<file path="config.mk">
export PLATFORM = sky130hd
export DESIGN_NAME = decode_stage
export DESIGN_NICKNAME = d
export VERILOG_FILES = /design/src/source/rv_pkg.sv /design/src/source/decode_stage.sv
export VERILOG_INCLUDE_DIRS = /design/src /design/src/source
export SDC_FILE = /design/constraint.sdc
export NUM_CORES = 1
export LEC_CHECK = 0
export BUFFER_PORTS_ARGS = -buffer_cell sky130_fd_sc_hd__buf_2
export CAP_MARGIN = 15
export CORE_AREA = 2 2 203 205
export CTS_BUF_LIST = sky130_fd_sc_hd__clkbuf_2
export DETAILED_ROUTE_END_ITERATION = 12
export DIE_AREA = 0 0 205 207
export MAX_ROUTING_LAYER = met4
export PLACE_DENSITY = 0.52
export SKIP_LAST_GASP = 1
export SYNTH_ARGS = -nofsm -noshare
export SYNTH_HDL_FRONTEND = slang
export SYNTH_SLANG_ARGS = --single-unit
export TNS_END_PERCENT = 50
</file>
<file path="constraint.sdc">
create_clock -name clk -period 2.1 [get_ports clk]
set_input_delay 0.63 -clock clk [delete_from_list [all_inputs] [get_ports clk]]
set_output_delay 0.63 -clock clk [all_outputs]
set_load 0.02 [all_outputs]
</file>
<file path="src/source/rv_defs.svh">
`ifndef RV_DEFS_SVH
`define RV_DEFS_SVH

// --------------------------------------------------
// architectural sizes
// --------------------------------------------------
`define RV_XLEN     64   // integer register and data width
`define RV_ILEN     32   // instruction word width
`define RV_NREGS    32   // x0 to x31
`define RV_RADDR_W  5    // register index bits

// data memory depth in doublewords, 256 entries
`define RV_DMEM_AW  8

// --------------------------------------------------
// fixed encodings
// --------------------------------------------------
`define RV_RESET_PC 64'h0000_0000_0000_0000  // first fetch address
`define RV_NOP      32'h0000_0013            // addi x0, x0, 0

`endif

</file>
<file path="src/source/rv_pkg.sv">
`include "rv_defs.svh"

package rv_pkg;

  // major opcodes of the supported subset
  typedef enum logic [6:0] {
    OP     = 7'b0110011,  // add sub and or xor slt
    OP_IMM = 7'b0010011,  // addi only
    LOAD   = 7'b0000011,  // ld only
    STORE  = 7'b0100011,  // sd only
    BRANCH = 7'b1100011   // beq only
  } opcode_e;

  // alu operations
  typedef enum logic [2:0] {
    ADD,
    SUB,
    AND,
    OR,
    XOR,
    SLT   // signed set-less-than
  } alu_op_e;

  // where an execute operand comes from
  typedef enum logic [1:0] {
    REG,     // value read in decode
    EX_MEM,  // alu result one stage ahead
    MEM_WB   // write-back value two stages ahead
  } fwd_sel_e;

  // --------------------------------------------------
  // stage registers
  // --------------------------------------------------
  typedef struct packed {
    logic                   valid;
    logic [`RV_XLEN-1:0]    pc;
    logic [`RV_RADDR_W-1:0] rs1;       // source addresses, zero when unused
    logic [`RV_RADDR_W-1:0] rs2;
    logic [`RV_XLEN-1:0]    rs1_data;
    logic [`RV_XLEN-1:0]    rs2_data;
    logic [`RV_XLEN-1:0]    imm;       // already sign extended
    logic [`RV_RADDR_W-1:0] rd;
    alu_op_e                alu_op;
    logic                   use_imm;   // operand b from imm
    logic                   reg_we;
    logic                   mem_re;
    logic                   mem_we;
    logic                   is_branch;
  } id_ex_t;

  typedef struct packed {
    logic                   valid;
    logic [`RV_RADDR_W-1:0] rd;
    logic                   reg_we;
    logic                   mem_re;
    logic                   mem_we;
    logic [`RV_XLEN-1:0]    alu;         // result or memory address
    logic [`RV_XLEN-1:0]    store_data;
  } ex_mem_t;

  typedef struct packed {
    logic                   valid;
    logic [`RV_RADDR_W-1:0] rd;
    logic                   reg_we;
    logic [`RV_XLEN-1:0]    result;
  } mem_wb_t;

endpackage
</file>
<file path="src/source/decode_stage.sv">
`timescale 1ns/100ps
`include "rv_defs.svh"

module decode_stage (
  input  logic                   clk,
  input  logic                   arst_n,
  input  logic                   stall,
  input  logic                   flush,
  input  logic                   if_valid,
  input  logic [`RV_ILEN-1:0]    if_instr,
  input  logic [`RV_XLEN-1:0]    if_pc,
  input  logic [`RV_XLEN-1:0]    rs1_data,
  input  logic [`RV_XLEN-1:0]    rs2_data,
  output logic [`RV_RADDR_W-1:0] rs1_addr,
  output logic [`RV_RADDR_W-1:0] rs2_addr,
  output rv_pkg::id_ex_t         id_ex
);

  logic [2:0]          funct3;
  logic [6:0]          funct7;
  logic [`RV_XLEN-1:0] imm_i;
  logic [`RV_XLEN-1:0] imm_s;
  logic [`RV_XLEN-1:0] imm_b;
  logic                supported;   // opcode and funct fields are in the subset
  rv_pkg::id_ex_t      id_next;

  assign funct3 = if_instr[14:12];
  assign funct7 = if_instr[31:25];

  // sign-extended immediates
  assign imm_i = {{52{if_instr[31]}}, if_instr[31:20]};
  assign imm_s = {{52{if_instr[31]}}, if_instr[31:25], if_instr[11:7]};
  assign imm_b = {{51{if_instr[31]}}, if_instr[31], if_instr[7], if_instr[30:25],
                  if_instr[11:8], 1'b0};

  // --------------------------------------------------
  // field split by major opcode
  // --------------------------------------------------
  always_comb begin
    id_next   = '0;
    supported = 1'b1;
    rs1_addr  = '0;          // unused sources stay at x0 so they never stall
    rs2_addr  = '0;
    case (rv_pkg::opcode_e'(if_instr[6:0]))
      rv_pkg::OP: begin
        rs1_addr       = if_instr[19:15];
        rs2_addr       = if_instr[24:20];
        id_next.rd     = if_instr[11:7];
        id_next.reg_we = 1'b1;
        case ({funct7, funct3})
          10'b0000000_000: id_next.alu_op = rv_pkg::ADD;
          10'b0100000_000: id_next.alu_op = rv_pkg::SUB;
          10'b0000000_111: id_next.alu_op = rv_pkg::AND;
          10'b0000000_110: id_next.alu_op = rv_pkg::OR;
          10'b0000000_100: id_next.alu_op = rv_pkg::XOR;
          10'b0000000_010: id_next.alu_op = rv_pkg::SLT;
          default:         supported      = 1'b0;
        endcase
      end
      rv_pkg::OP_IMM: begin  // addi
        rs1_addr        = if_instr[19:15];
        id_next.rd      = if_instr[11:7];
        id_next.reg_we  = 1'b1;
        id_next.use_imm = 1'b1;
        id_next.imm     = imm_i;
        supported       = (funct3 == 3'b000);
      end
      rv_pkg::LOAD: begin    // ld, address is rs1 + imm
        rs1_addr        = if_instr[19:15];
        id_next.rd      = if_instr[11:7];
        id_next.reg_we  = 1'b1;
        id_next.mem_re  = 1'b1;
        id_next.use_imm = 1'b1;
        id_next.imm     = imm_i;
        supported       = (funct3 == 3'b011);
      end
      rv_pkg::STORE: begin   // sd, rs2 is the store data
        rs1_addr        = if_instr[19:15];
        rs2_addr        = if_instr[24:20];
        id_next.mem_we  = 1'b1;
        id_next.use_imm = 1'b1;
        id_next.imm     = imm_s;
        supported       = (funct3 == 3'b011);
      end
      rv_pkg::BRANCH: begin  // beq, compared in execute
        rs1_addr          = if_instr[19:15];
        rs2_addr          = if_instr[24:20];
        id_next.is_branch = 1'b1;
        id_next.imm       = imm_b;
        supported         = (funct3 == 3'b000);
      end
      default: supported = 1'b0;
    endcase
    id_next.valid    = 1'b1;
    id_next.pc       = if_pc;
    id_next.rs1      = rs1_addr;
    id_next.rs2      = rs2_addr;
    id_next.rs1_data = rs1_data;
    id_next.rs2_data = rs2_data;
    if (!(if_valid && supported)) begin
      id_next = '0;          // anything outside the subset retires as a bubble
    end
  end

  // ID/EX register
  always_ff @(posedge clk or negedge arst_n) begin
    if (!arst_n) begin
      id_ex <= '0;
    end else if (stall || flush) begin
      id_ex <= '0;           // bubble
    end else begin
      id_ex <= id_next;
    end
  end

endmodule

</file>
After elaboration in Yosys (flattened, before gate mapping). Cells that the tools add are included.

Reduce and logical (&&, ||, !) cells: 12. Mux-type cells: 15. Eq/ne operators: 11.

Operator list (count): $mux 280 (2); $pmux 64 s3 (1); $eq 10x3->1 const B (3); $mux 5 (3); $pmux 3 s5 (1); $eq 7x6->1 const B (2); $eq 10x2->1 const B (1); $eq 10x9->1 const B (1); $logic_not 10->1 (1); $reduce_or 3->1 (3); $eq 7x2->1 const B (1); $eq 7x5->1 const B (1); $eq 7x7->1 const B (1); $mux 1 (6); $reduce_or 2->1 (3); $reduce_or 6->1 (1); $reduce_or 5->1 (1); $eq 3x2->1 const B (1); $logic_not 3->1 (1); $mux 3 (1); $pmux 1 s3 (1); $logic_and 1x1->1 (1); $logic_or 1x1->1 (1).

Input port bits: 229. Register bits after elaboration: 280.

Logic depth before layout (Yosys ltp).
Depth in word-level cells: 7. Gate-level depth with buffers: 7.

Worst setup path after synthesis. OpenSTA, ideal clock, no wires.

Path type: in2out. Start point: in if_instr[3]. End point: out rs2_addr[0]. Path slack: -0.179 ns. Path buffers: 0. Arrival: 1.649 ns. Stages: 3. Cells stage by stage: nor4bb_1 -> and3_1 -> and2_1.

Cells in the longest elaborated chain, start to end: 3. Elaborated cells on any way between the ends: 5.

Ends and longest elaborated chain: from (decl) (RTL line decode_stage.sv:10) `` input logic [`RV_ILEN-1:0] if_instr, ``; $eq 7x6->1 or $eq 7x7->1 (tied branches) (RTL line decode_stage.sv:44) `case (rv_pkg::opcode_e'(if_instr[6:0]))`; $reduce_or 3->1 (no line) *; $mux 5 * (RTL line decode_stage.sv:44); to (decl) (RTL line decode_stage.sv:15) `` output logic [`RV_RADDR_W-1:0] rs2_addr, ``.

Mark *: on every way between the ends. The rest lies on a longest branch, timed or not.

==> impl_results.md <==
* Synth Flop Type: dfrtp_1
* GPL Wtd Cong at 0.847
* Unrepaired setup endpoints after global routing: yes
* Met3 Usage GRT at 4.19%
* M1 GR Usage at 16.6%
* Met2 Resource Use GR at 25.1%
* Max Slew Vio Count at 0
* Largest regs: id_ex (229)
* Die H at 207 µm
* Chip width at 205 µm
* Drt drc at 0
* Max VDD drop at 0.250 mV
* Ys async rst share at 100%
* Part of the cycle the worst path needs at 111%
* Setup violators final at 126
* Net count after synthesis at 857
* Power Dens Cells at 547 mW/mm²
* Final setup margin at -0.223 ns
* Clock root cell: clkbuf_2
* Crit path DAT at 1.69 ns
* Via count at 7,872
* Reg clk slew, reported paths at 0.10 ns
* Syn avg cell area at 13.3 µm²
* Wirelength, routed at 32.4 mm
* TritonCTS Sinks at 229
* End-of-flow core utilization at 37.6%
* Failing checks: negative setup slack
* Crit start category: register
* Vias in the first global route at 8,533
* Critical Path RT at 1.47 ns
* Number of antenna violations at the first check in global routing at 3
* Total GRT Usage at 15.0%
* Tmin final at 2.32 ns
* Final Hold Viols at 0
* Core area at 0.0404 mm²
* Post-route cell area at 0.0152 mm²
* Max clock buf depth at 3
* Crit Path Class: register to output pin
* Share of layout cells above drive strength 1 at 48.0%
* WL/cell at 16.5 µm
* Pleak at 8.87 nW
* Core Rows at 74
* Worst-path fanout max at 52
* #FFs+latches synth at 229
* DIE AREA at 0.0424 mm²
* Critical Path Sink Type: output pin
* First-pass GRT wire length at 47.7 mm
* Post-synthesis sequential area ratio at 68.8%
* Initial core utilization at 20.6%
* CTS tree: done
* Hold crit path type: input pin to register
* Biggest register: id_ex
* First-pass DRT Iterations at 4
* Vias per inst at 4.01
* Max Cap Viol at 0
* Max reg flops at 229
* Cell variety after synth at 37
* Global route total overflow at 0
* Status: complete, but fails checks
* Fmax at 430 MHz
* Initial drt markers at 373
* CTS Buf Count at 59
* DRT antenna net count at 0
* IO Pins at 519
* Largest net degree at the start of global routing at 71
* Max-slew headroom at 66.1%
* Area grow syn2layout at 82.2%
* Port Buffers at 518
* Pre-CTS worst setup slack at -0.384 ns
* Post-Syn Instances at 628
* Number of synthesized flops with an enable pin at 0
* Fin nets at 1,623
* Final hold slack at 0.193 ns
* Warnings from Yosys at 0
* Dpl hpwl at 21.7 mm
* Busiest grt layer: met2
* Slew @ Worst Pin at 0.508 ns
* H-tree depth at 2
* Mapped cell area at 0.00833 mm²
* Placed cell areas at 0.0115 mm²
[area by class of cell]
cell class	count	area, µm²
antenna	3	7.51
clock buffer	81	405
clock inverter	16	97.6
fill	3981	25200
multi-input combinational	298	1930
sequential	229	5730
tap	532	666
timing repair buffer	806	6330
[logic make-up (layout without fill, tap and decap cells)]
group                  Yosys count  count (layout)  synth area share [%]
AND/OR/NAND/NOR                280             280                  20.6
flip-flops                     229             229                  68.8
buffers and inverters          101             903                  8.77
AO/OA/AOI/OAI                   15              15                  1.46
multiplexers                     2               2                 0.240
XOR/XNOR                         1               1                 0.105
other                            0               3                     0
[metrics by stage]
| stage | setup TNS [ns] | power, mW | instances |
|---|---|---|---|
| after detailed placement | -68.60 | 5.01 | 1639 |
| after global placement | -62.93 | 5.01 | 1639 |
| final | -13.06 | 8.29 | 1965 |
| after CTS | -53.73 | 8.48 | 1962 |
| after floorplan | -9.47 | 4.60 | 628 |
| after global routing | -59.35 | 8.80 | 1965 |
[synth_stat cells, types with 3 or more instances]
cell,count,area share (%)
nand3_1,8,0.48
clkbuf_1,25,1.1
a32oi_1,4,0.42
buf_6,19,2.6
buf_4,51,4.6
and2_1,11,0.83
a21oi_1,4,0.24
nor4_1,4,0.30
dfrtp_1,229,69
buf_2,3,0.18
nor2b_1,3,0.23
nor3_1,7,0.42
and3_1,203,15
nor2_1,20,0.90
nand2_1,8,0.36
[layout by cell type (no fill, tap or decap), drive strengths merged, types with 2 or more instances in the layout]
cell / synthesis / final
nor3: 7 / 7
and3: 203 / 203
mux2i: 2 / 2
dfrtp: 229 / 229
nand2b: 2 / 2
a21oi: 4 / 4
a211oi: 3 / 3
nand3b: 2 / 2
nand2: 8 / 8
nor4bb: 2 / 2
clkinv: 0 / 14
clkbuf: 27 / 81
a32oi: 4 / 4
nand3: 8 / 8
nand4bb: 2 / 2
dlygate4sd3: 0 / 225
and2: 11 / 11
nor2b: 3 / 3
buf: 74 / 581
nor4: 4 / 4
diode: 0 / 3
nor2: 21 / 21
[critical path, cell delays in order, from the launching register on]
cell	delay (ns)
dfrtp_1	0.38
buf_12	0.19
buf_2	0.20
[metal layers]
layer / vias to the layer above / wire length [µm]
met5: - / 0
met2: 343 / 16200
li1: 3667 / -
met1: 3788 / 12800
met3: 74 / 2390
met4: 0 / 1040
[worst paths after layout]
kind / startpoint / to / slack, ns / depth (start not counted)
worst max-delay path: id_ex[75] / id_ex[29] / -0.22 / 2
worst min-delay path: if_instr[5] / id_ex[4] / 0.19 / 4
max in group asynchronous: arst_n / id_ex[246] / 1.20 / 3
min in group asynchronous: arst_n / id_ex[134] / 0.22 / 2
[power breakdown]
part | switching (mW) | leakage [nW] | internal, mW | total (mW)
registers | 0.000548 | 3.20 | 4.41 | 4.41
clock network | 1.86 | 0.380 | 1.16 | 3.02
logic | 0.341 | 5.29 | 0.527 | 0.868
total | 2.20 | 8.87 | 6.09 | 8.29
[repair_timing]
item                                    in CTS  in global routing
buffers inserted                             1                  0
pin swaps                                    8                  3
resized for setup                          204                 65
hold buffers                               225                  0
endpoints found under the hold margin      454                  0
endpoints found under the setup margin     290                291
Note: power is estimated with default switching activity, not from simulation.
