===== src/source/rv_defs.svh =====
`ifndef RV_DEFS_SVH
`define RV_DEFS_SVH

// --------------------------------------------------
// architectural sizes
// --------------------------------------------------
`define RV_XLEN     64   // integer register and data width
`define RV_ILEN     32   // instruction word width
`define RV_NREGS    32   // x0 to x31
`define RV_RADDR_W  5    // register index bits

// data memory depth in doublewords, 256 entries
`define RV_DMEM_AW  8

// --------------------------------------------------
// fixed encodings
// --------------------------------------------------
`define RV_RESET_PC 64'h0000_0000_0000_0000  // first fetch address
`define RV_NOP      32'h0000_0013            // addi x0, x0, 0

`endif


===== src/source/rv_pkg.sv =====
`include "rv_defs.svh"

package rv_pkg;

  // major opcodes of the supported subset
  typedef enum logic [6:0] {
    OP     = 7'b0110011,  // add sub and or xor slt
    OP_IMM = 7'b0010011,  // addi only
    LOAD   = 7'b0000011,  // ld only
    STORE  = 7'b0100011,  // sd only
    BRANCH = 7'b1100011   // beq only
  } opcode_e;

  // alu operations
  typedef enum logic [2:0] {
    ADD,
    SUB,
    AND,
    OR,
    XOR,
    SLT   // signed set-less-than
  } alu_op_e;

  // where an execute operand comes from
  typedef enum logic [1:0] {
    REG,     // value read in decode
    EX_MEM,  // alu result one stage ahead
    MEM_WB   // write-back value two stages ahead
  } fwd_sel_e;

  // --------------------------------------------------
  // stage registers
  // --------------------------------------------------
  typedef struct packed {
    logic                   valid;
    logic [`RV_XLEN-1:0]    pc;
    logic [`RV_RADDR_W-1:0] rs1;       // source addresses, zero when unused
    logic [`RV_RADDR_W-1:0] rs2;
    logic [`RV_XLEN-1:0]    rs1_data;
    logic [`RV_XLEN-1:0]    rs2_data;
    logic [`RV_XLEN-1:0]    imm;       // already sign extended
    logic [`RV_RADDR_W-1:0] rd;
    alu_op_e                alu_op;
    logic                   use_imm;   // operand b from imm
    logic                   reg_we;
    logic                   mem_re;
    logic                   mem_we;
    logic                   is_branch;
  } id_ex_t;

  typedef struct packed {
    logic                   valid;
    logic [`RV_RADDR_W-1:0] rd;
    logic                   reg_we;
    logic                   mem_re;
    logic                   mem_we;
    logic [`RV_XLEN-1:0]    alu;         // result or memory address
    logic [`RV_XLEN-1:0]    store_data;
  } ex_mem_t;

  typedef struct packed {
    logic                   valid;
    logic [`RV_RADDR_W-1:0] rd;
    logic                   reg_we;
    logic [`RV_XLEN-1:0]    result;
  } mem_wb_t;

endpackage

===== src/source/hazard_ctrl.sv =====
`timescale 1ns/100ps
`include "rv_defs.svh"

module hazard_ctrl (
  input  rv_pkg::id_ex_t         id_ex,
  input  rv_pkg::ex_mem_t        ex_mem,
  input  rv_pkg::mem_wb_t        mem_wb,
  input  logic [`RV_RADDR_W-1:0] rs1_addr,   // sources of the decoding instruction
  input  logic [`RV_RADDR_W-1:0] rs2_addr,
  input  logic                   br_taken,
  output logic                   stall,
  output logic                   flush,
  output rv_pkg::fwd_sel_e       fwd_a,
  output rv_pkg::fwd_sel_e       fwd_b
);

  logic ex_wr;     // EX/MEM will write a nonzero rd
  logic wb_wr;     // same for MEM/WB
  logic load_use;

  assign ex_wr = ex_mem.valid && ex_mem.reg_we && (ex_mem.rd != '0);
  assign wb_wr = mem_wb.valid && mem_wb.reg_we && (mem_wb.rd != '0);

  // --------------------------------------------------
  // forwarding, nearest older writer wins
  // --------------------------------------------------
  function automatic rv_pkg::fwd_sel_e pick_src(
    input logic [`RV_RADDR_W-1:0] src,
    input logic                   ex_hit_ok,
    input logic [`RV_RADDR_W-1:0] ex_rd,
    input logic                   wb_hit_ok,
    input logic [`RV_RADDR_W-1:0] wb_rd
  );
    if (ex_hit_ok && (ex_rd == src)) begin
      return rv_pkg::EX_MEM;
    end else if (wb_hit_ok && (wb_rd == src)) begin
      return rv_pkg::MEM_WB;
    end else begin
      return rv_pkg::REG;
    end
  endfunction

  // evaluated on the operands now in execute
  assign fwd_a = pick_src(id_ex.rs1, ex_wr, ex_mem.rd, wb_wr, mem_wb.rd);
  assign fwd_b = pick_src(id_ex.rs2, ex_wr, ex_mem.rd, wb_wr, mem_wb.rd);

  // --------------------------------------------------
  // load-use stall and branch flush
  // --------------------------------------------------
  assign load_use = id_ex.valid && id_ex.mem_re && (id_ex.rd != '0) &&
                    ((id_ex.rd == rs1_addr) || (id_ex.rd == rs2_addr));

  assign flush = br_taken;
  assign stall = load_use;  // a load and a beq never share execute

endmodule


===== config.mk =====
export PLATFORM = sky130hd
export DESIGN_NAME = hazard_ctrl
export DESIGN_NICKNAME = d
export VERILOG_FILES = /design/src/source/rv_pkg.sv /design/src/source/hazard_ctrl.sv
export VERILOG_INCLUDE_DIRS = /design/src /design/src/source
export SDC_FILE = /design/constraint.sdc
export NUM_CORES = 1
export LEC_CHECK = 0
export BUFFER_PORTS_ARGS = -buffer_cell sky130_fd_sc_hd__buf_2
export CORE_AREA = 3 3 195 197
export DETAILED_ROUTE_END_ITERATION = 7
export DIE_AREA = 0 0 198 200
export SYNTH_ARGS = -nofsm -noshare
export SYNTH_HDL_FRONTEND = slang
export SYNTH_SLANG_ARGS = --single-unit

===== constraint.sdc =====
create_clock -name vclk -period 5.2
set_clock_uncertainty 0.05 [all_clocks]
set_input_delay 1.04 -clock vclk [all_inputs]
set_output_delay 1.04 -clock vclk [all_outputs]
set_load 0.1 [all_outputs]

Yosys cells after proc, flatten, opt, wreduce, memory -nomap -nowiden --
Index checks and enable logic that the tools add are counted.
Operators by class: eq/ne operators 6, mux-type cells 4, reduce and logical (&&, ||, !) cells 15
Operator list (count):
- 5-bit equality test | 6
- 5-bit nonzero test | 3
- 1-bit logical AND | 11
- 2-bit two-way mux | 4
- 1-bit logical OR | 1
Storage, ports and cells: bits in registers 0, input port bits 499, output and inout bits 6, logic and storage cells 25

Longest topological paths before layout --
Gate-level depths: netlist (run 1).
depth after elaboration 5, gate-level depth with buffers 4

Worst setup path after synthesis (run 1) --
OpenSTA, ideal clock, no wires.
path type in2out, start point input ex_mem[135] (netlist bit), end point output fwd_a[1], data arrival time 5.493 ns, required time 4.110 ns, slack -1.383 ns, stages on the path 4, cell sequence or4_1 > o211ai_2 > nor4_1 > nor4_2
Between the ends: word-level cells in the longest chain between the ends 4
RTL lines:
- start: declaration | RTL line hazard_ctrl.sv:6 | input rv_pkg::ex_mem_t ex_mem,
- 5-bit nonzero test | RTL line hazard_ctrl.sv:21 | assign ex_wr = ex_mem.valid && ex_mem.reg_we && (ex_mem.rd != '0);
- 1-bit logical AND | RTL line hazard_ctrl.sv:21
- 1-bit logical AND * | RTL line hazard_ctrl.sv:34 | if (ex_hit_ok && (ex_rd == src)) begin
- 2-bit two-way mux * | RTL line hazard_ctrl.sv:34
- end: declaration | RTL line hazard_ctrl.sv:13 | output rv_pkg::fwd_sel_e fwd_a,
Every way passes the cells marked *; elsewhere a longest branch is shown, timed or not.

Worst setup path in the final report (run 1) --
start point input ex_mem[134] (netlist bit), end point output fwd_a[1]
The elaborated chain is that of the path after synthesis.

==> results.py, run 1 <==
metrics = {
    "worst_setup_path": {
        "worstSetupStartpoint": "ex_mem[134]",
        "start_kind": "primary input",
        "crit_chain": "buf_2, or4_1, o211ai_2, nor4_1, nor4_2, buf_2",
        "arrival_ns": 2.79,
        "crit_path_end": "fwd_a[1]",
        "crit_fanout": 3,
        "critPathRequiredTime_ns": 4.11,
        "critPathKind": "in -> out",
        "end_kind": "primary output",
        "cpMostUsedCell": "buf_2",
        "crit_slowest_cell": "or4_1",
        "critPathTopFamily": "simple AND/OR/NAND/NOR gates",
        "cp.depth": 6,
        "max_stage_delay_ns": 0.53,
        "cp_num_buf_inv": 2,
    },
    "sta": {
        "max_freq_ghz": 0.258,
        "grt_setup_unrepaired": "false",
        "worstMarginPinSlew_ns": 0.537,
        "final-max-slew-violation-count": 0,
        "hold_ws_ns": 2.03,
        "max-slew-margin-rel": 0.645,
        "timing.final.crit_share": 0.745,
        "finalSetupViolations": 0,
        "fin_ws_ns": 1.32,
        "fin_crit_ns": 3.88,
        "final-hold-violation-count": 0,
    },
    "routing": {
        "drtIter0Drc": 10,
        "first_pass_iters": 4,
        "wirelength_um": 3180,
        "viasPerCell": 0.957,
        "wl_per_cell_um": 5.65,
        "vias": 539,
        "detail-route-antenna-nets": 0,
        "post-route-drc-count": 0,
    },
    "flow_run": {
        "cap_violations": 0,
    },
    "synthesis": {
        "ys_types": 11,
        "ys_warn_count": 0,
        "yosysSeqAreaShare": 0,
        "syn_inst": 50,
        "avgSynthCellArea_um2": 8.16,
        "netlist_area_um2": 408,
        "syn_nets": 549,
    },
    "floorplanning": {
        "core_um2": 36400,
        "die_y_um": 200,
        "die_x_um": 198,
        "io_pins": 505,
        "start_util": 0.0112,
        "die_area_um2": 39600,
        "row_count": 70,
    },
    "placed_design": {
        "dp.cells": 563,
        "gp_congestion": 0.683,
        "io_buffers": 46,
        "place_ws_ns": 1.29,
        "dpl.hpwl_um": 3120,
    },
    "power": {
        "ir_drop_mv": 0.0174,
        "total_leakage_power_nw": 0.313,
        "fin_total_pwr_mw": 0.0525,
        "p_per_area_nw_per_um2": 43.2,
    },
    "final_layout": {
        "finalNetCount": 596,
        "seq_cells": 0,
        "syn2layout_area_growth_pct": 198,
        "drive_gt1_frac": 0.516,
        "antenna_cells": 0,
        "final_util": 0.0334,
        "regArea_um2": 0,
        "clkbuf_count": 0,
        "layout.cells.non_filler": 563,
    },
    "clock_network": {
        "cts_resized": 0,
        "cts-hold-fix-buffers": 0,
        "post-cts-setup-buffers": 0,
    },
    "status": {
        "status": "finished clean",
    },
    "global_routing": {
        "grt_max_degree": 4,
        "grtUsageTotal": 0.0150,
        "grt_pass1_vias": 540,
        "grt_pass1_wl_um": 4040,
        "grt_overflow_total": 0,
        "antenna_found_initial": 0,
    },
    "min_path": {
        "min_from": "br_taken",
        "hp-class": "in -> out",
    },
}
cell families (layout without fill, tap and decap cells):
group           Yosys count  count (layout)  share of synthesized area
buf+inv                   1              46                     0.0184
xor+xnor                 30              30                      0.644
compound gates            4               4                     0.0797
simple gates             15              15                      0.258
final cells by class:
type	instances	area, µm²
well taps	468	586
fillers	4371	35200
multi-input cells	49	400
repair buffers	46	230
where the power goes:
part	switching, mW	internal (mW)	total (mW)
clock network	0	0	0
registers	0	0	0
logic	0.0276	0.0249	0.0525
worst min-delay path by stage:
stage | to | depth (start not counted)
after floorplan | flush | 1
after global placement | flush | 0
after detailed placement | flush | 0
after CTS | flush | 0
after global routing | flush | 0
final | flush | 0
cell usage after synthesis:
| library cell | number | area share |
|---|---|---|
| xor2_1 | 20 | 0.43 |
| nor3_1 | 2 | 0.025 |
| buf_4 | 1 | 0.018 |
| or4_1 | 5 | 0.092 |
| xnor2_1 | 10 | 0.21 |
| o211ai_1 | 2 | 0.037 |
| nor4_1 | 2 | 0.031 |
| nand3_1 | 4 | 0.049 |
| o211ai_2 | 1 | 0.031 |
| nor4_2 | 2 | 0.061 |
| a21oi_1 | 1 | 0.012 |
per-stage QoR:
stage / setup TNS [ns] / instance area (µm²)
global placement: 0 / 1220
detailed placement: 0 / 1220
finish: 0 / 1220
CTS: 0 / 1220
floorplan: -3.15 / 408
global route: 0 / 1220
cell usage in the layout, fill, tap and decap left out:
master	instances
nor4_2	2
xor2_1	20
o211ai_1	2
nand3_1	4
a21oi_1	1
nor3_1	2
o211ai_2	1
or4_1	5
xnor2_1	10
nor4_1	2
buf_2	46
metal layers:
metal	part of all wire	global-route usage	vias up
met4	0	0	0
met1	0.42	0.0184	234
met3	0.059	0.00218	0
met2	0.52	0.0292	32
met5	0	0	-
li1	-	-	273
Power figures use the tool's default switching activity.
==> inputs of run 2 (changes only) <==
- clock period: 5.2 -> 3.8 ns (I/O delays scaled with it)
==> results.py, run 2 (synthesized netlist as in run 1, its figures left out) <==
metrics = {
    "worst_setup_path": {
        "crit_slowest_cell": "or4_1",
        "crit_fanout": 3,
        "cp_num_buf_inv": 2,
        "crit_chain": "buf_2, or4_1, o211ai_2, nor4_4, nor4_4, buf_2",
        "critPathKind": "in -> out",
        "end_kind": "primary output",
        "max_stage_delay_ns": 0.54,
        "start_kind": "primary input",
        "critPathRequiredTime_ns": 2.99,
        "arrival_ns": 2.56,
        "critPathTopFamily": "simple AND/OR/NAND/NOR gates",
    },
    "final_layout": {
        "final_common_cell": "buf_2",
        "finalNetCount": 596,
        "syn2layout_area_growth_pct": 210,
        "drive_gt1_frac": 0.537,
        "final_util": 0.0347,
        "seq_cells": 0,
        "finalInstanceArea_um2": 1260,
        "antenna_cells": 0,
        "clkbuf_count": 0,
        "mostFrequentLayoutCells": "buf_2, xor2_1, xnor2_1",
        "regArea_um2": 0,
    },
    "routing": {
        "first_pass_iters": 2,
        "drtIter0Drc": 5,
        "detail-route-antenna-nets": 0,
        "post-route-drc-count": 0,
        "viasPerCell": 0.968,
        "vias": 545,
        "wirelength_um": 2350,
        "wl_per_cell_um": 4.17,
    },
    "placed_design": {
        "dpl.hpwl_um": 2290,
        "io_buffers": 46,
        "post_dp_cell_area_um2": 1260,
        "gp_congestion": 0.652,
    },
    "power": {
        "combPwrFrac": 1.000,
        "fin_total_pwr_mw": 0.0793,
        "p_per_area_nw_per_um2": 62.8,
        "ir_drop_mv": 0.0223,
        "intPower_mw": 0.0351,
        "p_switching_mw": 0.0442,
        "swShare": 0.558,
        "pwr-share-seq": 0,
        "clkPwrFrac": 0,
        "total_leakage_power_nw": 0.320,
    },
    "floorplanning": {
        "die_y_um": 200,
        "core_um2": 36400,
        "die_area_um2": 39600,
        "row_count": 70,
        "io_pins": 505,
        "die_x_um": 198,
        "start_util": 0.0112,
    },
    "sta": {
        "fin_crit_ns": 3.37,
        "tns_ns": 0,
        "max_freq_ghz": 0.297,
        "timing.final.crit_share": 0.887,
        "worstMarginPinSlew_ns": 0.488,
        "final-hold-violation-count": 0,
        "final-max-slew-violation-count": 0,
        "hold_ws_ns": 1.47,
        "grt_setup_unrepaired": "false",
        "finalSetupViolations": 0,
        "max-slew-margin-rel": 0.677,
    },
    "status": {
        "status": "finished clean",
    },
    "flow_run": {
        "cap_violations": 0,
    },
    "global_routing": {
        "grt_overflow_total": 0,
        "grtUsageTotal": 0.0109,
        "grt_pass1_wl_um": 3190,
        "grt_pass1_vias": 578,
        "grt_max_degree": 4,
        "antenna_found_initial": 0,
    },
    "clock_network": {
        "post-cts-setup-buffers": 0,
        "cts_resized": 0,
        "cts-hold-fix-buffers": 0,
    },
    "min_path": {
        "hp-class": "in -> out",
    },
}
-- run 2: stage by stage --
step                      instances  setup slack (ns)
after floorplan                  50            0.0683
after global placement          563             0.379
after detailed placement        563             0.371
after CTS                       563             0.373
after global routing            563             0.348
final                           563             0.430
-- run 2: final timing paths --
path	from	end	slack, ns	cells past startpoint
worst max-delay path	ex_mem[134]	fwd_a[1]	0.43	6
worst min-delay path	br_taken	flush	1.47	0
-- run 2: routing by layer --
metal  GRT usage  up-vias  share of wire
met2      0.0241       38           0.56
met1      0.0121      237           0.36
met5           0        -              0
li1            -      270              -
met3           0        0          0.079
met4           0        0              0
-- run 2: power by group through the flow --
stage	clock (mW)	sequential [mW]	combinational, mW
finish	0	0	0.0793
global route	0	0	0.0874
detailed placement	0	0	0.0821
CTS	0	0	0.0823
global placement	0	0	0.0795
floorplan	0	0	0.0440
-- run 2: layout make-up --
cell class	instances	area [µm²]
fill	4363	35200
tap	468	586
multi-input combinational	49	448
timing repair buffer	46	230
