`config.mk`:
```
export PLATFORM = sky130hd
export DESIGN_NAME = fetch_stage
export DESIGN_NICKNAME = d
export VERILOG_FILES = /design/src/source/fetch_stage.sv
export VERILOG_INCLUDE_DIRS = /design/src /design/src/source
export SDC_FILE = /design/constraint.sdc
export NUM_CORES = 1
export LEC_CHECK = 0
export ABC_AREA = 0
export BUFFER_PORTS_ARGS = -buffer_cell sky130_fd_sc_hd__buf_2
export CAP_MARGIN = 0
export CELL_PAD_IN_SITES_DETAIL_PLACEMENT = 1
export CELL_PAD_IN_SITES_GLOBAL_PLACEMENT = 2
export CORE_MARGIN = 4
export CORE_UTILIZATION = 33
export CTS_BUF_LIST = sky130_fd_sc_hd__clkbuf_8 sky130_fd_sc_hd__clkbuf_16
export CTS_CLUSTER_DIAMETER = 40
export CTS_CLUSTER_SIZE = 12
export DETAILED_ROUTE_END_ITERATION = 8
export PLACE_DENSITY = 0.92
export SLEW_MARGIN = 20
export SYNTH_ARGS = -nofsm -noshare
export SYNTH_HDL_FRONTEND = slang
export SYNTH_SLANG_ARGS = --single-unit
export TNS_END_PERCENT = 100
```
`constraint.sdc`:
```
create_clock -name clk -period 4.2 [get_ports clk]
set_input_delay 0.21 -clock clk [delete_from_list [all_inputs] [get_ports clk]]
set_output_delay 0.21 -clock clk [all_outputs]
set_load 0.05 [all_outputs]
```
`src/source/rv_defs.svh`:
```
`ifndef RV_DEFS_SVH
`define RV_DEFS_SVH

// --------------------------------------------------
// architectural sizes
// --------------------------------------------------
`define RV_XLEN     64   // integer register and data width
`define RV_ILEN     32   // instruction word width
`define RV_NREGS    32   // x0 to x31
`define RV_RADDR_W  5    // register index bits

// data memory depth in doublewords, 256 entries
`define RV_DMEM_AW  8

// --------------------------------------------------
// fixed encodings
// --------------------------------------------------
`define RV_RESET_PC 64'h0000_0000_0000_0000  // first fetch address
`define RV_NOP      32'h0000_0013            // addi x0, x0, 0

`endif

```
`src/source/fetch_stage.sv`:
```
`timescale 1ns/100ps
`include "rv_defs.svh"

module fetch_stage (
  input  logic                clk,
  input  logic                arst_n,
  input  logic                stall,
  input  logic                flush,
  input  logic                br_taken,
  input  logic [`RV_XLEN-1:0] br_target,
  input  logic [`RV_ILEN-1:0] imem_data,
  output logic [`RV_XLEN-1:0] imem_addr,
  output logic [`RV_XLEN-1:0] if_pc,
  output logic [`RV_ILEN-1:0] if_instr,
  output logic                if_valid
);

  logic [`RV_XLEN-1:0] pc;
  logic [`RV_XLEN-1:0] pc_next;

  // next pc, a taken branch beats the load-use hold
  always_comb begin
    if (br_taken) begin
      pc_next = br_target;     // redirect from execute
    end else if (stall) begin
      pc_next = pc;            // refetch same word
    end else begin
      pc_next = pc + 'd4;      // sequential
    end
  end

  always_ff @(posedge clk or negedge arst_n) begin
    if (!arst_n) begin
      pc <= `RV_RESET_PC;
    end else begin
      pc <= pc_next;
    end
  end

  assign imem_addr = pc;  // external port answers in the same cycle

  // --------------------------------------------------
  // IF/ID register
  // --------------------------------------------------
  always_ff @(posedge clk or negedge arst_n) begin
    if (!arst_n) begin
      if_valid <= 1'b0;
      if_instr <= `RV_NOP;
      if_pc    <= `RV_RESET_PC;
    end else if (flush) begin
      if_valid <= 1'b0;        // younger instruction killed
      if_instr <= `RV_NOP;
    end else if (!stall) begin
      if_valid <= 1'b1;
      if_instr <= imem_data;
      if_pc    <= pc;
    end
  end

endmodule

```
### Word-level counts from Yosys, hierarchy flattened

Index checks and enable logic that the tools add are counted.

| word-level totals | value |
|---|---|
| output and inout bits | 161 |
| input bits | 101 |
| register bits | 161 |
| logic and storage cells | 16 |

| cells by class | value |
|---|---|
| reduce and logical (&&, ||, !) cells | 1 |
| bitwise operators | 2 |
| $add $sub $neg | 1 |
| multiplexer cells | 6 |
| equal/unequal tests | 2 |

Operators by type and width:

| operator | number |
|---|---|
| $mux 64 | 2 |
| $add 64x3->64 const B | 1 |
| $mux 32 | 2 |
| $ne 2x1->1 const B | 2 |
| $mux 1 | 2 |
| $not 1->1 | 2 |
| $reduce_and 2->1 | 1 |

### Depth between registers and ports, before layout

Gate-level depths: netlist of the first run.

| logic depth | value |
|---|---|
| depth in word-level cells | 3 |
| depth in mapped cells | 8 |
| mapped depth without buffers | 6 |

### Worst setup path before layout of the first run

No wires, ideal clock.

| timing path | value |
|---|---|
| path type | register to register |
| start point | register pc[19] (netlist: imem_addr[19]) |
| end point | register pc[61] (netlist: imem_addr[61]) |
| buffers on the path | 2 |
| period minus slack after synthesis | 2.771 ns |
| arrival | 2.689 ns |
| cell stages (with the launch flop) | 8 |
| slack | 1.429 ns |
| data required time | 4.118 ns |
| cells stage by stage | dfrtp_1 nand3_1 or4_1 clkbuf_1 or2_4 buf_6 or4_1 a31oi_1 |

| between the ends | value |
|---|---|
| cells in the longest elaborated chain, start to end | 3 |

RTL lines:

| what | line | text |
|---|---|---|
| start, declared | fetch_stage.sv:18 | `` logic [`RV_XLEN-1:0] pc; `` |
| start signal, assigned | fetch_stage.sv:34 | `` pc <= `RV_RESET_PC; `` |
| start signal, assigned | fetch_stage.sv:36 | `pc <= pc_next;` |
| $add 64x3->64 | fetch_stage.sv:28 | `pc_next = pc + 'd4;` |
| $mux 64 | fetch_stage.sv:25 | `end else if (stall) begin` |
| $mux 64 | fetch_stage.sv:23 | `if (br_taken) begin` |

Every way passes these cells. The select of a mux whose other input is x is not followed.
A chain may end at the register's enable or synchronous reset.

### Final worst setup path of the first run

| timing path | value |
|---|---|
| start point | register pc[19] (netlist: imem_addr[19]) |
| end point | register pc[59] (netlist: imem_addr[59]) |

The elaborated chain is that of the path after synthesis.

==> impl_metrics.yaml, run 1 <==
synthesis:
  synth-xor-area-share_pct: 4.776
  yosysSeqAreaShare_pct: 54.97
  yosys_warnings: 0
  synthMuxAreaShare_pct: 14.53
  synth_edf_count: 0
  synthFlopType: "dfrtp_1"
  syn_nets: 770
  synth.top_cell.area_share_pct: 53.90
  synth_seq_cells: 161
  syn_inst: 668
  async_flop_share_pct: 100.0
  synth.distinct_cells: 42
  post_synth_instance_area_um2: 7336
  yosys-top-cells-area: "dfrtp_1, mux2_2, mux2i_1"
  yosys.area_share.simple_pct: 16.46
  syn-mean-instance-area_um2: 10.98
  synth-adder-area-share_pct: 0.1706
  yosysTopAreaCell: "dfrtp_1"
  synth_top_family_by_area: "simple AND/OR/NAND/NOR gates"
  synth_compound_area_share_pct: 6.686
cells_and_area:
  final_layout_size_suffix_gt1_share_pct: 39.40
  layout_commonest_cell: "buf_2"
  antenna_cells: 0
  layout_common_cells: "buf_2, dfrtp_1, mux2_2"
  final.fill_count: 2486
  nNetsFinal: 1051
  syn2layout_area_growth_pct: 33.60
  fin_util_pct: 44.91
min_path:
  worstHoldPathCells: 3
  hp-start: "br_target[22]"
  min_to: "imem_addr[22]"
  min_path_type: "input pin to register"
detailed_routing:
  drcViolationCount: 0
  first_pass_iters: 4
  ant_nets: 0
  via_per_inst: 5.130
  routedWlPerCell_um: 19.42
  drt-total-wl_mm: 24.12
  drtIter0Drc: 336
  vias: 6372
run:
  cap_violations: 0
grt:
  antenna_found_initial: 0
  grt.busiest_layer: "met2"
  grt_overflow: 0
  grt_use_met1_pct: 25.46
  grt_max_degree: 91
  grt_pass1_vias: 6807
  met3_usage_pct: 6.021
  grt.total_usage_pct: 19.55
  grt_pass1_wl_mm: 38.16
  grt_use_met2_pct: 32.52
timing:
  min_period_ns: 2.732
  clock-skew-final_ns: 0.01200
  whs_ns: 0.01684
  clock.fmax_mhz: 366.0
  relSlewSlack_pct: 27.17
  hold_viol: 0
  rsz0062_at_grt: "no"
  tightest_slew_ns: 1.090
  tns_ns: 0
  setup-violations-final: 0
  finalMaxSlewViolations: 0
  finalCritPeriodShare_pct: 65.05
clock_network:
  post_cts_buffers: 0
  tritoncts: "built"
  clkTransAtPathRegs_ns: 0.07
  clockBufferDepth: 2
  postCtsHoldBufs: 25
  root_buffer: "clkbuf_16"
  cts_sinks: 161
  cts_resized: 0
  cts-buffers-inserted: 17
  clkLatencyLatePin_ns: 0.42
  htree_levels: 4
pwr:
  p_int_mw: 2.989
  leakage_nw: 4.494
  power_switching_mw: 1.864
  peakVddDrop_uv: 248.1
  sw_frac_of_total_pct: 38.41
  pwr-share-seq_pct: 39.4
  clockPowerShare_pct: 33.2
  powerDensity_nw_per_um2: 495.1
  comb_power_share_pct: 27.4
critical_path:
  crit_fanout: 12
  path_class: "register to register"
  r2r_setup_slack_ns: 1.47
  cp-start-kind: "register"
  end_kind: "register"
  r2r-end: "imem_addr[59]"
  r2r-start: "imem_addr[19]"
  r2r_cells: 5
  cp.required_ns: 4.53
  crit_arrival_ns: 3.06
die:
  die_area_um2: 24680
  die_x_um: 157.1
  num_rows: 54
  coreArea_um2: 21820
  ios: 262
  die_y_um: 157.1
  start_util_pct: 33.61
placed_design:
  gp_congestion: 0.8093
  numPortBuffers: 261
  place.detailed.hpwl_mm: 17.48
status:
  status: "finished, final reports clean"
==> final cells by class <==
class                   instances  area (µm²)  share of cell area (%)
clock buffers                  17       425.4                   4.341
clock inverters                15       170.2                   1.736
inverters                      10       37.54                  0.3830
multi-input cells             464        3139                   32.03
flip-flops and latches        161        4033                   41.15
well taps                     280       350.3                   3.575
repair buffers                295        1645                   16.79
==> kinds of logic after synthesis <==
kind of cell	count (synthesis)
AOI/OAI and AO/OA	85
xor gates and xnor gates	40
adders and majority gates	1
buffers and inverters	43
DFF	161
muxes	98
and+or+nand+nor	240
==> Yosys cell counts (2+ instances only) <==
library cell  count
buf_1             4
inv_1             9
or3_1            17
buf_6             2
clkbuf_1         27
or4_1             9
a211o_1           3
nor2b_1           4
nor4_1            8
o21ai_0          52
dfstp_2           3
xnor2_1          20
a31oi_1          20
o31ai_1           6
mux2_2           68
nor3_1           12
and3_1            4
xor2_1           20
and4_1            4
and2_1            3
mux2i_1          30
nand2_1          63
nor2_1           64
dfrtp_1         158
nand3_1          20
nand4_1          22
==> worst max-delay path: stages, from the launching register on <==
cell and delay, ns:
dfrtp_1 0.43, nand3_1 0.31, or4_1 0.82, or2_4 0.37, or4_1 0.51, a31oi_1 0.18
==> power groups by stage <==
stage	logic (mW)	clock network (mW)	registers, mW
after floorplan	0.271	0	2.58
after global placement	1.31	0	1.93
after detailed placement	1.32	0	1.94
after CTS	1.34	1.65	1.91
after global routing	1.41	1.71	1.94
final	1.33	1.61	1.91
==> worst max path at each step <==
stage                       start             to  slack, ns
detailed placement  imem_addr[19]  imem_addr[59]       1.50
global route        imem_addr[23]  imem_addr[54]       1.22
floorplan           imem_addr[19]  imem_addr[61]       1.43
finish              imem_addr[19]  imem_addr[59]       1.47
global placement     imem_addr[4]  imem_addr[61]       1.60
CTS                 imem_addr[19]  imem_addr[59]       1.46
==> metal layers <==
metal	vias up	routed length (µm)
met3	17	1809
met5	-	0
met4	0	231
li1	2941	-
met2	211	11610
met1	3203	10460
==> through the flow <==
stage / instance area [µm²] / cells / total power [mW] / worst slack (ns)
floorplan: 7336 / 668 / 2.848 / 1.429
global placement: 8945 / 1184 / 3.236 / 1.600
detailed placement: 8945 / 1184 / 3.263 / 1.496
CTS: 9791 / 1241 / 4.905 / 1.458
global route: 9801 / 1242 / 5.060 / 1.223
finish: 9801 / 1242 / 4.852 / 1.468
==> flip-flops by register name, indices dropped and copies added, names as in the netlist <==
signal	flops
if_pc	64
imem_addr	64
if_instr	32
if_valid	1
No activity file was read; power rests on OpenSTA's default activity.
==> run 2: changes to the inputs <==
CORE_UTILIZATION = 27   (was 33)
PLACE_DENSITY = 0.81   (was 0.92)
clock period = 2.5 ns   (was 4.2 ns; I/O delays follow)
==> run 2 against run 1 <==
Final cell count rose by 13%. Non-clock buffer count rose by 95. Worst hold slack improved by 0.0061 ns. Fmax rose by 13%. Combinational power rose by 80%. Clock skew rose by 0.0022 ns. Clock power rose by 64%. Core utilization fell by 4.6 points. Sequential cell count did not move. Critical path depth did not move. Design area rose by 11%.
==> impl_metrics.yaml, run 2 (synthesis gave the netlist of run 1 again) <==
detailed_routing:
  ant_nets: 0
  first_pass_iters: 4
  drtIter0Drc: 322
  vias: 6598
  drt-total-wl_mm: 25.46
  via_per_inst: 4.720
  drcViolationCount: 0
  routedWlPerCell_um: 18.21
timing:
  finalCritPeriodShare_pct: 96.50
  tightest_slew_ns: 0.6489
  relSlewSlack_pct: 56.74
  rsz0062_at_grt: "no"
  setup-violations-final: 0
  tns_ns: 0
  hold_viol: 0
  clock.fmax_mhz: 414.5
  clock-skew-final_ns: 0.01416
  finalMaxSlewViolations: 0
  whs_ns: 0.02291
  fin_ws_ns: 0.08754
  min_period_ns: 2.412
clock_network:
  root_buffer: "clkbuf_16"
  tritoncts: "built"
  htree_levels: 4
  cts-buffers-inserted: 17
  clockBufferDepth: 2
  clkLatencyLatePin_ns: 0.42
  clkTransAtPathRegs_ns: 0.07
  cts_sinks: 161
  cts_resized: 0
die:
  coreArea_um2: 26880
  die_area_um2: 29870
  start_util_pct: 27.30
  die_x_um: 172.8
  die_y_um: 172.8
  num_rows: 60
  ios: 262
cells_and_area:
  fin_area_um2: 10830
  layout_commonest_cell: "buf_2"
  layout_common_cells: "buf_2, dfrtp_1, dlygate4sd3_1"
  syn2layout_area_growth_pct: 47.65
  final_layout_size_suffix_gt1_share_pct: 41.34
  nNetsFinal: 1146
  antenna_cells: 0
critical_path:
  cpMostUsedCell: "or4_1"
  end_kind: "register"
  crit_fanout: 6
  path_class: "register to register"
  cp-start-kind: "register"
  cp.required_ns: 2.83
  crit_family: "simple AND/OR/NAND/NOR gates"
  cp_num_buf_inv: 0
  crit_arrival_ns: 2.75
  critical_path.slowest_cell: "or4_1"
  cp_slowest_stage_delay_ns: 0.63
  crit_path_cell_trace: "nand4_1 > or4_1 > or3_1 > or4_1 > a31oi_1"
placed_design:
  gp_congestion: 0.7573
  numPortBuffers: 261
  pre_cts_slack_ns: 0.1253
  place.detailed.hpwl_mm: 18.21
  post_dp_cell_area_um2: 9346
grt:
  grt.total_usage_pct: 17.01
  grt_overflow: 0
  grt_pass1_vias: 7195
  grt_max_degree: 83
  grt_pass1_wl_mm: 41.26
  antenna_found_initial: 0
min_path:
  min_path_type: "input pin to register"
pwr:
  power_switching_mw: 3.193
  peakVddDrop_uv: 257.2
  pwr-share-seq_pct: 38.7
  p_int_mw: 5.034
  comb_power_share_pct: 29.1
  clockPowerShare_pct: 32.1
  leakage_nw: 4.899
  sw_frac_of_total_pct: 38.81
  finalPower_mw: 8.227
  powerDensity_nw_per_um2: 759.5
status:
  status: "finished, final reports clean"
run:
  cap_violations: 0
run 2: power groups by stage:
stage                     clock [mW]  sequential, mW  combinational [mW]
after floorplan                    0            4.34               0.456
after global routing            2.85            3.24                2.53
after global placement             0            3.22                2.28
after detailed placement           0            3.24                2.30
after CTS                       2.72            3.19                2.42
final                           2.64            3.19                2.40
run 2: worst paths after layout:
path	depth (start not counted)	startpoint	slack, ns	endpoint
hold / removal	3	br_target[59]	0.02	imem_addr[59]
hold reg to reg	1	if_pc[56]	0.50	if_pc[56]
max in group asynchronous	3	arst_n	1.51	imem_addr[54]
setup / recovery	5	imem_addr[36]	0.09	imem_addr[61]
min in group asynchronous	2	arst_n	0.25	if_pc[18]
setup reg to reg	5	imem_addr[36]	0.09	imem_addr[61]
run 2: layer usage:
metal  track usage, %  vias up  share of wire, %
li1                 -     3134                 -
met1            22.28     3269                45
met2            28.66      182                48
met3            4.569       13               6.0
met4            3.193        0              0.56
met5                0        -                 0
run 2: final cells by class:
cell class              count  area (µm²)
repair buffers            390        2571
inverters                  10       37.54
multi-input cells         464        3157
clock inverters            15       148.9
flip-flops and latches    161        4065
clock buffers              17       425.4
well taps                 341       426.7
fillers                  3054       16040
run 2: stage by stage:
step,std cells,utilization [%]
6_report,1398,40.30
2_1_floorplan,668,-
3_3_place_gp,1275,34.78
5_1_grt,1398,40.30
4_1_cts,1398,40.30
3_5_place_dp,1275,34.78
run 2: timing repair:
item	in CTS	in global routing
endpoints found under the hold margin	147	0
hold buffers	91	0
buffers inserted	0	0
run 2: worst register-to-register path, cell delays in order, from the launching register on:
cell and delay [ns]:
dfrtp_2 0.41, nand4_1 0.17, or4_1 0.63, or3_1 0.43
or4_1 0.50, a31oi_1 0.19
